--- src/rv_isa_pkg.sv ---
// M-extension encoding for RV32/RV64 with a 32-entry register file and 16 commit ids in flight

package rv_isa_pkg;

    // width of an architectural register address
    localparam int REG_ADDR_W = 5;

    // width of the commit id handed out by dispatch
    localparam int COMMIT_ID_W = 4;

    // funct3 of the M extension
    // bit 2 picks the divider, bits 1:0 are the variant inside a unit
    typedef enum logic [2:0] {
        // low word of the signed product
        MD_MUL    = 3'd0,
        // high word, both operands signed
        MD_MULH   = 3'd1,
        // high word, rs1 signed and rs2 unsigned
        MD_MULHSU = 3'd2,
        // high word, both operands unsigned
        MD_MULHU  = 3'd3,
        // signed quotient
        MD_DIV    = 3'd4,
        // unsigned quotient
        MD_DIVU   = 3'd5,
        // signed remainder
        MD_REM    = 3'd6,
        // unsigned remainder
        MD_REMU   = 3'd7
    } md_op_e;

endpackage

--- src/muldiv_pkg.sv ---
// Payload fields are 64 bits wide and only the low XLEN bits carry data at narrower XLEN

package muldiv_pkg;

    // fixed width of every data field, wide enough for RV64
    localparam int DATA_W = 64;

    // destination of a result
    typedef struct packed {
        logic [rv_isa_pkg::REG_ADDR_W-1:0]  rd;
        logic [rv_isa_pkg::COMMIT_ID_W-1:0] commit_id;
    } md_tag_t;

    // request from dispatch, held until accepted
    typedef struct packed {
        rv_isa_pkg::md_op_e op;
        logic [DATA_W-1:0]  rs1_data;
        logic [DATA_W-1:0]  rs2_data;
        md_tag_t            tag;
    } md_req_t;

    // start command to one arithmetic unit
    // variant is funct3[1:0], meaning depends on the unit
    typedef struct packed {
        logic [1:0]        variant;
        logic [DATA_W-1:0] a;
        logic [DATA_W-1:0] b;
    } md_cmd_t;

    // register file write
    typedef struct packed {
        logic [DATA_W-1:0] data;
        md_tag_t           tag;
    } md_wb_t;

endpackage

--- src/muldiv_multiplier.sv ---
// Shift-add multiplier taking XLEN+1 cycles from start to done with no early-out and no abort

module muldiv_multiplier #(
    parameter int XLEN = 32
) (
    input  logic                clk,
    input  logic                rst_i,
    input  logic                start_i,
    input  muldiv_pkg::md_cmd_t cmd_i,
    output logic                busy_o,
    output logic                done_o,
    output logic [63:0]         result_o
);

    localparam int CNT_W = $clog2(XLEN + 1);

    logic              a_signed;
    logic              b_signed;
    logic [2*XLEN-1:0] a_wide;
    logic [XLEN:0]     b_ext;
    logic [2*XLEN-1:0] acc_q;
    logic [2*XLEN-1:0] mcand_q;
    logic [2*XLEN-1:0] addend;
    logic [XLEN:0]     mplier_q;
    logic [CNT_W-1:0]  cnt_q;
    logic              low_word_q;
    logic              last_step;

    // operand extension to XLEN+1 bits per variant
    assign a_signed = cmd_i.variant != 2'(rv_isa_pkg::MD_MULHU);
    assign b_signed = (cmd_i.variant == 2'(rv_isa_pkg::MD_MUL)) ||
                      (cmd_i.variant == 2'(rv_isa_pkg::MD_MULH));

    // only 2*XLEN product bits are kept, so the wrap is harmless
    assign a_wide = {{XLEN{a_signed & cmd_i.a[XLEN-1]}}, cmd_i.a[XLEN-1:0]};
    assign b_ext  = {b_signed & cmd_i.b[XLEN-1], cmd_i.b[XLEN-1:0]};

    assign addend    = mplier_q[0] ? mcand_q : '0;
    assign last_step = cnt_q == CNT_W'(XLEN);

    always_ff @(posedge clk) begin
        if (rst_i) begin
            busy_o <= 1'b0;
            done_o <= 1'b0;
            cnt_q  <= '0;
        end else begin
            done_o <= busy_o & last_step;
            if (start_i) begin
                busy_o <= 1'b1;
                cnt_q  <= CNT_W'(1);
            end else if (busy_o) begin
                cnt_q <= cnt_q + CNT_W'(1);
                if (last_step) begin
                    busy_o <= 1'b0;
                end
            end
        end
    end

    // bit 0 is added while loading, bits 1..XLEN follow one per cycle
    always_ff @(posedge clk) begin
        if (start_i) begin
            acc_q      <= b_ext[0] ? a_wide : '0;
            mcand_q    <= a_wide << 1;
            mplier_q   <= b_ext >> 1;
            low_word_q <= cmd_i.variant == 2'(rv_isa_pkg::MD_MUL);
        end else if (busy_o) begin
            // extension bit has negative weight
            acc_q    <= last_step ? acc_q - addend : acc_q + addend;
            mcand_q  <= mcand_q << 1;
            mplier_q <= mplier_q >> 1;
        end
    end

    always_comb begin
        result_o = '0;
        result_o[XLEN-1:0] = low_word_q ? acc_q[XLEN-1:0] : acc_q[2*XLEN-1:XLEN];
    end

endmodule

--- src/muldiv_divider.sv ---
// Restoring divider taking XLEN+1 cycles from start to done for every operand including zero divisors

module muldiv_divider #(
    parameter int XLEN = 32
) (
    input  logic                clk,
    input  logic                rst_i,
    input  logic                start_i,
    input  muldiv_pkg::md_cmd_t cmd_i,
    output logic                busy_o,
    output logic                done_o,
    output logic [63:0]         result_o
);

    localparam int CNT_W = $clog2(XLEN + 1);

    logic              is_signed;
    logic              a_neg;
    logic              b_neg;
    logic [XLEN-1:0]   a_val;
    logic [XLEN-1:0]   b_val;
    logic [XLEN-1:0]   a_abs;
    logic [XLEN-1:0]   b_abs;
    logic [XLEN-1:0]   quo_q;
    logic [XLEN-1:0]   rem_q;
    logic [XLEN-1:0]   dvsr_q;
    logic              q_neg_q;
    logic              r_neg_q;
    logic              want_rem_q;
    logic [XLEN:0]     shifted;
    logic [XLEN:0]     trial;
    logic [XLEN-1:0]   q_fix;
    logic [XLEN-1:0]   r_fix;
    logic [CNT_W-1:0]  cnt_q;
    logic              last_step;

    assign a_val     = cmd_i.a[XLEN-1:0];
    assign b_val     = cmd_i.b[XLEN-1:0];
    assign is_signed = (cmd_i.variant == 2'(rv_isa_pkg::MD_DIV)) ||
                       (cmd_i.variant == 2'(rv_isa_pkg::MD_REM));
    assign a_neg     = is_signed & a_val[XLEN-1];
    assign b_neg     = is_signed & b_val[XLEN-1];
    assign a_abs     = a_neg ? -a_val : a_val;
    assign b_abs     = b_neg ? -b_val : b_val;

    // next dividend bit enters the partial remainder
    assign shifted   = {rem_q, quo_q[XLEN-1]};
    assign trial     = shifted - {1'b0, dvsr_q};
    assign last_step = cnt_q == CNT_W'(XLEN - 1);

    always_ff @(posedge clk) begin
        if (rst_i) begin
            busy_o <= 1'b0;
            done_o <= 1'b0;
            cnt_q  <= '0;
        end else begin
            done_o <= busy_o & last_step;
            if (start_i) begin
                busy_o <= 1'b1;
                cnt_q  <= '0;
            end else if (busy_o) begin
                cnt_q <= cnt_q + CNT_W'(1);
                if (last_step) begin
                    busy_o <= 1'b0;
                end
            end
        end
    end

    always_ff @(posedge clk) begin
        if (start_i) begin
            quo_q      <= a_abs;
            rem_q      <= '0;
            dvsr_q     <= b_abs;
            // a zero divisor keeps the all-ones quotient unsigned
            q_neg_q    <= (a_neg ^ b_neg) & (b_val != '0);
            r_neg_q    <= a_neg;
            want_rem_q <= cmd_i.variant[1];
        end else if (busy_o) begin
            if (!trial[XLEN]) begin
                rem_q <= trial[XLEN-1:0];
                quo_q <= {quo_q[XLEN-2:0], 1'b1};
            end else begin
                rem_q <= shifted[XLEN-1:0];
                quo_q <= {quo_q[XLEN-2:0], 1'b0};
            end
        end
    end

    // sign fix after the loop
    // divide by zero leaves all ones and the dividend magnitude
    // overflow comes out as 2^(XLEN-1) with remainder 0
    assign q_fix = q_neg_q ? -quo_q : quo_q;
    assign r_fix = r_neg_q ? -rem_q : rem_q;

    always_comb begin
        result_o = '0;
        result_o[XLEN-1:0] = want_rem_q ? r_fix : q_fix;
    end

endmodule

--- src/muldiv_ctrl.sv ---
// One operation per unit in flight and no cancel, so an interrupt only blocks new starts

module muldiv_ctrl #(
    parameter int XLEN = 32
) (
    input  logic                clk,
    input  logic                rst_i,
    input  logic                req_valid_i,
    input  muldiv_pkg::md_req_t req_i,
    input  logic                int_assert_i,
    input  logic                wb_ready_i,
    input  logic                mul_busy_i,
    input  logic                mul_done_i,
    input  logic [63:0]         mul_result_i,
    input  logic                div_busy_i,
    input  logic                div_done_i,
    input  logic [63:0]         div_result_i,
    output logic                mul_start_o,
    output muldiv_pkg::md_cmd_t mul_cmd_o,
    output logic                div_start_o,
    output muldiv_pkg::md_cmd_t div_cmd_o,
    output logic                stall_o,
    output logic                wb_valid_o,
    output muldiv_pkg::md_wb_t  wb_o
);

    logic                 is_div;
    logic                 mul_blocked;
    logic                 div_blocked;
    logic                 accept;
    muldiv_pkg::md_cmd_t  cmd;

    logic                 mul_pend_q;
    logic                 div_pend_q;
    logic                 div_held_q;
    muldiv_pkg::md_tag_t  mul_tag_q;
    muldiv_pkg::md_tag_t  div_tag_q;
    logic [XLEN-1:0]      mul_res_q;
    logic [XLEN-1:0]      div_res_q;
    logic                 sel_mul;
    logic                 wb_fire;

    assign is_div = req_i.op[2];

    // the done cycle counts as holding a result
    assign mul_blocked = mul_busy_i | mul_done_i | mul_pend_q;
    assign div_blocked = div_busy_i | div_done_i | div_pend_q;

    assign stall_o = req_valid_i & (is_div ? div_blocked : mul_blocked);
    assign accept  = req_valid_i & ~stall_o & ~int_assert_i;

    assign mul_start_o = accept & ~is_div;
    assign div_start_o = accept & is_div;

    // both units see the same command, the start strobe picks one
    always_comb begin
        cmd = '0;
        cmd.variant = req_i.op[1:0];
        cmd.a[XLEN-1:0] = req_i.rs1_data[XLEN-1:0];
        cmd.b[XLEN-1:0] = req_i.rs2_data[XLEN-1:0];
    end

    assign mul_cmd_o = cmd;
    assign div_cmd_o = cmd;

    // multiply goes first unless a divide result is already on the port
    assign sel_mul    = mul_pend_q & ~div_held_q;
    assign wb_valid_o = mul_pend_q | div_pend_q;
    assign wb_fire    = wb_valid_o & wb_ready_i;

    always_comb begin
        wb_o = '0;
        if (sel_mul) begin
            wb_o.data[XLEN-1:0] = mul_res_q;
            wb_o.tag = mul_tag_q;
        end else begin
            wb_o.data[XLEN-1:0] = div_res_q;
            wb_o.tag = div_tag_q;
        end
    end

    always_ff @(posedge clk) begin
        if (rst_i) begin
            mul_pend_q <= 1'b0;
            div_pend_q <= 1'b0;
            div_held_q <= 1'b0;
        end else begin
            if (mul_done_i) begin
                mul_pend_q <= 1'b1;
            end else if (wb_fire && sel_mul) begin
                mul_pend_q <= 1'b0;
            end
            if (div_done_i) begin
                div_pend_q <= 1'b1;
            end else if (wb_fire && !sel_mul) begin
                div_pend_q <= 1'b0;
            end
            // keep wb_o stable while a shown divide waits
            div_held_q <= wb_valid_o & ~sel_mul & ~wb_ready_i;
        end
    end

    // tags on start, results on done
    always_ff @(posedge clk) begin
        if (mul_start_o) begin
            mul_tag_q <= req_i.tag;
        end
        if (div_start_o) begin
            div_tag_q <= req_i.tag;
        end
        if (mul_done_i) begin
            mul_res_q <= mul_result_i[XLEN-1:0];
        end
        if (div_done_i) begin
            div_res_q <= div_result_i[XLEN-1:0];
        end
    end

endmodule

--- src/muldiv_unit.sv ---
// XLEN is 32 or 64 and the register file write port must accept the held wb_o when ready

module muldiv_unit #(
    parameter int XLEN = 32
) (
    input  logic                clk,
    input  logic                rst_i,
    input  logic                req_valid_i,
    input  muldiv_pkg::md_req_t req_i,
    input  logic                int_assert_i,
    input  logic                wb_ready_i,
    output logic                stall_o,
    output logic                wb_valid_o,
    output muldiv_pkg::md_wb_t  wb_o
);

    logic                mul_start;
    logic                mul_busy;
    logic                mul_done;
    logic [63:0]         mul_result;
    muldiv_pkg::md_cmd_t mul_cmd;
    logic                div_start;
    logic                div_busy;
    logic                div_done;
    logic [63:0]         div_result;
    muldiv_pkg::md_cmd_t div_cmd;

    muldiv_ctrl #(
        .XLEN(XLEN)
    ) u_ctrl (
        .clk         (clk),
        .rst_i       (rst_i),
        .req_valid_i (req_valid_i),
        .req_i       (req_i),
        .int_assert_i(int_assert_i),
        .wb_ready_i  (wb_ready_i),
        .mul_busy_i  (mul_busy),
        .mul_done_i  (mul_done),
        .mul_result_i(mul_result),
        .div_busy_i  (div_busy),
        .div_done_i  (div_done),
        .div_result_i(div_result),
        .mul_start_o (mul_start),
        .mul_cmd_o   (mul_cmd),
        .div_start_o (div_start),
        .div_cmd_o   (div_cmd),
        .stall_o     (stall_o),
        .wb_valid_o  (wb_valid_o),
        .wb_o        (wb_o)
    );

    muldiv_multiplier #(
        .XLEN(XLEN)
    ) u_mul (
        .clk     (clk),
        .rst_i   (rst_i),
        .start_i (mul_start),
        .cmd_i   (mul_cmd),
        .busy_o  (mul_busy),
        .done_o  (mul_done),
        .result_o(mul_result)
    );

    muldiv_divider #(
        .XLEN(XLEN)
    ) u_div (
        .clk     (clk),
        .rst_i   (rst_i),
        .start_i (div_start),
        .cmd_i   (div_cmd),
        .busy_o  (div_busy),
        .done_o  (div_done),
        .result_o(div_result)
    );

endmodule

--- config.mk ---
export PLATFORM = sky130hd
export DESIGN_NAME = muldiv_unit
export DESIGN_NICKNAME = d
export VERILOG_FILES = /design/src/rv_isa_pkg.sv /design/src/muldiv_pkg.sv /design/src/muldiv_multiplier.sv /design/src/muldiv_divider.sv /design/src/muldiv_ctrl.sv /design/src/muldiv_unit.sv
export SDC_FILE = /design/constraint.sdc
export NUM_CORES = 1
export LEC_CHECK = 0
export BUFFER_PORTS_ARGS = -buffer_cell sky130_fd_sc_hd__buf_2
export CAP_MARGIN = 20
export CORE_UTILIZATION = 50
export DETAILED_ROUTE_END_ITERATION = 12
export PLACE_DENSITY = 0.76
export SETUP_SLACK_MARGIN = 0.1
export SLEW_MARGIN = 20
export SYNTH_ARGS = -nofsm -noshare
export SYNTH_HDL_FRONTEND = slang
export SYNTH_HIERARCHICAL = 1
export SYNTH_SLANG_ARGS = --single-unit
--- constraint.sdc ---
create_clock -name clk -period 8.05 [get_ports clk]
set_clock_uncertainty 0.2 [all_clocks]
set_input_delay 1.2075 -clock clk [delete_from_list [all_inputs] [get_ports clk]]
set_output_delay 1.2075 -clock clk [all_outputs]
set_load 0.01 [all_outputs]
Word-level counts from Yosys, hierarchy flattened --
Index checks and enable logic that the tools add are counted. Widths: inputs -> output; s select.
Operators by class: muxes and demuxes 33, equality and inequality tests 5, reductions and logical operators 13, bitwise gates (word level) 28, $add $sub $neg 9
Operators with widths (number):
- $mux 64 | 7
- $mux 32 | 11
- $neg 32->32 | 4
- $add 64x64->64 | 1
- $sub 64x64->64 | 1
- $mux 41 | 1
- $sub 33x32->33 | 1
- $reduce_bool 32->1 | 1
- $and 1x1->1 | 16
- $mux 1 | 14
- $add 6x1->6 const B | 2
- $reduce_bool 2->1 | 4
- $eq 6x5->1 const B | 1
- $eq 6x6->1 const B | 1
- $not 1->1 | 6
- $or 1x1->1 | 5
- $reduce_or 2->1 | 2
- $eq 2x1->1 const B | 1
- $eq 2x2->1 const B | 1
- $logic_and 1x1->1 | 2
- $logic_not 2->1 | 1
- $logic_or 1x1->1 | 2
- $ne 2x2->1 const B | 1
- $logic_not 1->1 | 1
- $xor 1x1->1 | 1
Word-level totals: bits in registers 360, output and inout port bits 75

Longest topological paths before layout --
depth after elaboration 9, depth in mapped cells 26, gate-level depth less buffers 19

Hierarchy --
Netlist, hierarchy kept.
Modules (own cells, without submodules):
- muldiv_multiplier | instances 1, area each 13091.3 um2, cells an instance 1401
- muldiv_divider | instances 1, area each 9052.4 um2, cells an instance 1111
- muldiv_ctrl | instances 1, area each 5331.4 um2, cells an instance 440

Worst setup path before layout --
Ideal clock, no wire load.
kind register to register, start point register u_mul.mplier_q[0], end point register u_mul.acc_q[52] (data pin), path slack 2094 ps, arrival time 5478 ps, path buffers 7, required time 7572 ps, cell stages (with the launch flop) 27, setup time 278 ps, path through edfxtp_1 -> buf_2 -> clkbuf_1 -> clkbuf_1 -> clkbuf_1 -> nand2_1 -> ha_1 -> nand3_1 -> or3_1 -> buf_2 -> nor3_4 -> and3_1 -> or2_2 -> nand2_1 -> clkbuf_1 -> o211ai_1 -> ha_1 -> clkbuf_1 -> nand2_1 -> or3_1 -> nor3_1 -> o41a_1 -> a211oi_4 -> a2111o_1 -> a211oi_2 -> mux2i_1 -> o211ai_1
On the way: cells in the longest elaborated chain, start to end 5, elaborated cells on any way between the ends 6, those cells by class add/sub (2); mux (4)
Ends and longest elaborated chain:
- start, declared | line muldiv_multiplier.sv:24 | logic [XLEN:0] mplier_q;
- start signal, assigned | line muldiv_multiplier.sv:65 | mplier_q <= b_ext >> 1;
- start signal, assigned | line muldiv_multiplier.sv:71 | mplier_q <= mplier_q >> 1;
- $mux 64 * | line muldiv_multiplier.sv:38 | assign addend = mplier_q[0] ? mcand_q : '0;
- $add 64x64->64 or $sub 64x64->64 (tied branches) | line muldiv_multiplier.sv:69 | acc_q <= last_step ? acc_q - addend : acc_q + addend;
- $mux 64 * | line muldiv_multiplier.sv:69
- $mux 64 * | line muldiv_multiplier.sv:67 | end else if (busy_o) begin
- $mux 64 * | line muldiv_multiplier.sv:62 | if (start_i) begin
- end signal, assigned | line muldiv_multiplier.sv:63 | acc_q <= b_ext[0] ? a_wide : '0;
- end signal, assigned | line muldiv_multiplier.sv:69
- end, declared | line muldiv_multiplier.sv:21 | logic [2*XLEN-1:0] acc_q;
Every way passes the cells marked *; elsewhere a longest branch is shown, timed or not. The select of a mux whose other input is x is not followed. A chain may end at the register's enable or synchronous reset.

Worst setup path in the final report --
start point register u_mul.mplier_q[0], end point register u_mul.acc_q[61] (data pin)
The elaborated chain is that of the path after synthesis.

==> impl_metrics.env <==
export IMPL_timing_critical_path_from_type="flop"
export IMPL_floorplan_core_area_um2=51410
export IMPL_post_cts_buffers=0
export IMPL_cell_family_contributing_the_most_delay_on_the_critical_path="simple AND/OR/NAND/NOR gates"
export IMPL_drt_wirelength_per_cell_um=21.86
export IMPL_track_usage=0.2753
export IMPL_grt_start_max_net_pins=130
export IMPL_unrepaired_setup_endpoints_after_global_routing="false"
export IMPL_max_clock_freq_mhz=148.3
export IMPL_clock_latency_ns=0.58
export IMPL_worst_hold_startpoint="u_div/cnt_q[5]"
export IMPL_comb_power_share=0.301
export IMPL_cp_slowest_cell="sky130_fd_sc_hd__or4b_2"
export IMPL_floorplan_die_area_um2=52970
export IMPL_gp_congestion=1.001
export IMPL_ctsHtreeMaxLevel=2
export IMPL_die_width_um=230.2
export IMPL_finalMaxSlewViolations=0
export IMPL_finalNetCount=2923
export IMPL_drcViolationCount=0
export IMPL_hold_viol_final=0
export IMPL_clock_buffer_count_from_cts=42
export IMPL_intPower_mw=4.111
export IMPL_clk_pin_slew_ns=0.06
export IMPL_criticalPathCategory="reg2reg"
export IMPL_critical_path_cell_chain="inv_1 > buf_4 > a21oi_1 > or3_1 > nor3_4 > and3_1 > or2_2 > nand2_1 > o311ai_0 > ha_1 > and4_1 > a31o_2 > a221oi_1 > o21ai_1 > a211oi_1 > or2_2 > nor4b_1 > or4b_2 > nand3_1"
export IMPL_syn_mean_instance_area_um2=9.437
export IMPL_critPathCaptureType="flop"
export IMPL_cts_sink_cnt=360
export IMPL_clk_root_buffer_cell="sky130_fd_sc_hd__clkbuf_16"
export IMPL_cts_root_to_sink_buffers=3
export IMPL_drt_iter0_markers=2563
export IMPL_final_critical_period_ns=6.743
export IMPL_power_net_switching_mw=2.177
export IMPL_grt_pass1_wl_mm=113.7
export IMPL_min_path_type="reg2reg"
export IMPL_run_status="completed"
export IMPL_port_buffers=123
export IMPL_fraction_of_layout_cells_with_a_size_suffix_above_1=0.1414
export IMPL_overflow=0
export IMPL_synth_area_um2=26030
export IMPL_finalSetupViolations=0
export IMPL_flow_area_growth_from_synthesis_pct=5.351
export IMPL_ant_nets=0
export IMPL_power_share_switching=0.3462
export IMPL_cp_data_required_time_ns=8.24
export IMPL_grt_pass1_vias=19540
export IMPL_rr_startpoint="u_mul/mplier_q[0]"
export IMPL_tightestPinTransition_ns=1.057
export IMPL_antenna_found_initial=12
export IMPL_die_y_um=230.2
export IMPL_setup_tns_final_ns=0
export IMPL_ios=220
export IMPL_cts_tree="done"
export IMPL_worstRegToRegCells=19
export IMPL_via_count=21160
export IMPL_vdd_ir_drop_max_uv=161.8
export IMPL_final_min_period_over_clock_period=0.8377
export IMPL_crit_top_cell="sky130_fd_sc_hd__or2_2"
export IMPL_detailedRoute_firstPassIterationCount=7
export IMPL_finalWirelength_mm=74.28
export IMPL_n_fill_cell=4573
export IMPL_synth_yosys_warnings=6
export IMPL_whs_path_depth=2
export IMPL_timing_critical_path_slowest_cell_delay_ns=0.64
export IMPL_routed_via_density=6.226
export IMPL_postSynthCellCount=2758
export IMPL_p_seq_frac=0.395
export IMPL_r2r_setup_slack_ns=1.31
export IMPL_leakage_nw=10.33
export IMPL_timing_critical_path_buf_inv=2
export IMPL_slew_headroom=0.2956
export IMPL_hpwl_after_detailed_placement_mm=55.24
export IMPL_min_delay_endpoint="u_div/cnt_q[5]"
export IMPL_rows=83
export IMPL_fin_hold_ws_ns=0.2884
export IMPL_power_per_cell_area_nw_per_um2=229.3
export IMPL_timing_critical_path_arrival_ns=6.94
export IMPL_start_util=0.5063
export IMPL_timing_max_cap_violations=0
export IMPL_crit_reg2reg_capture="u_mul/acc_q[61]"
export IMPL_worstPathMaxFanout=14
export IMPL_cts_hold_fix_buffers=0
export IMPL_cts_repair_resized=0
export IMPL_power_frac_clock=0.304
==> worst reg2reg max path: stages, from the launching register on <==
cell                       delay [ns]
sky130_fd_sc_hd__edfxtp_1        0.61
sky130_fd_sc_hd__inv_1           0.09
sky130_fd_sc_hd__buf_4           0.21
sky130_fd_sc_hd__a21oi_1         0.45
sky130_fd_sc_hd__or3_1           0.39
sky130_fd_sc_hd__nor3_4          0.10
sky130_fd_sc_hd__and3_1          0.24
sky130_fd_sc_hd__or2_2           0.32
sky130_fd_sc_hd__nand2_1         0.44
sky130_fd_sc_hd__o311ai_0        0.35
sky130_fd_sc_hd__ha_1            0.47
sky130_fd_sc_hd__and4_1          0.25
sky130_fd_sc_hd__a31o_2          0.23
sky130_fd_sc_hd__a221oi_1        0.26
sky130_fd_sc_hd__o21ai_1         0.25
sky130_fd_sc_hd__a211oi_1        0.54
sky130_fd_sc_hd__or2_2           0.29
sky130_fd_sc_hd__nor4b_1         0.08
sky130_fd_sc_hd__or4b_2          0.64
sky130_fd_sc_hd__nand3_1         0.15
==> cell type report <==
| cell class | count | area (µm²) | area share |
|---|---|---|---|
| sequential | 360 | 10300 | 0.3757 |
| clock buffer | 47 | 1134 | 0.04134 |
| clock inverter | 31 | 236.5 | 0.008625 |
| inverter | 88 | 330.3 | 0.01205 |
| multi-input combinational | 2037 | 13740 | 0.5010 |
| tap | 680 | 850.8 | 0.03103 |
| timing repair buffer | 145 | 805.8 | 0.02939 |
| antenna | 10 | 25.02 | 0.0009127 |
==> registers in the layout (all words and copies together) (netlist names), 6 cells and up <==
name and count:
u_ctrl/div_tag_q 9, u_ctrl/mul_tag_q 9, u_ctrl/mul_res_q 32, u_div/dvsr_q 32, u_ctrl/div_res_q 32, u_mul/cnt_q 6, u_mul/mcand_q 63, u_div/rem_q 32
u_mul/acc_q 64, u_div/quo_q 32, u_mul/mplier_q 32, u_div/cnt_q 6
==> power by group through the flow <==
stage	clock network, mW	registers, mW	logic, mW
after floorplan	0	2.39	1.50
after global routing	2.00	2.50	2.07
after detailed placement	0	2.51	1.84
after CTS	1.93	2.47	1.85
final	1.91	2.48	1.89
after global placement	0	2.50	1.79
==> worst max-delay path by stage <==
stage	startpoint	end	slack, ns	cells after the start
floorplan	u_mul/mplier_q[0]	u_mul/acc_q[52]	2.09	26
global placement	u_mul/mplier_q[0]	u_mul/acc_q[61]	1.56	19
detailed placement	u_mul/mplier_q[0]	u_mul/acc_q[61]	1.52	19
CTS	u_mul/mplier_q[0]	u_mul/acc_q[61]	1.47	19
global route	u_mul/mplier_q[0]	u_mul/acc_q[61]	1.10	19
finish	u_mul/mplier_q[0]	u_mul/acc_q[61]	1.31	19
==> layout by cell type (no fill, tap or decap), drive strengths merged, types with 78 or more instances in the layout <==
cell type / count
o21ai: 181
buf: 145
ha: 103
a21o: 78
xnor2: 125
nand2: 263
inv: 88
xor2: 122
nor2: 199
mux2: 131
edfxtp: 309
a21oi: 205
==> routing by layer <==
| layer | part of all wire | track usage | vias to the layer above |
|---|---|---|---|
| li1 | - | - | 9746 |
| met1 | 0.43 | 0.3926 | 10160 |
| met2 | 0.44 | 0.4252 | 1100 |
| met3 | 0.093 | 0.04439 | 148 |
| met4 | 0.032 | 0.08858 | 0 |
| met5 | 0 | 0 | - |
==> metrics by stage <==
stage                     utilization  instances  power (mW)  worst slack (ns)  instance area, µm²
after floorplan                     -       2789       3.893             2.094               26140
after global placement         0.5061       3310       4.292             1.564               26020
after detailed placement       0.5061       3310       4.350             1.523               26020
after CTS                      0.5327       3388       6.258             1.469               27390
after global routing           0.5333       3397       6.571             1.097               27420
final                          0.5334       3398       6.288             1.307               27420
Note: power is estimated with default switching activity, not from simulation.
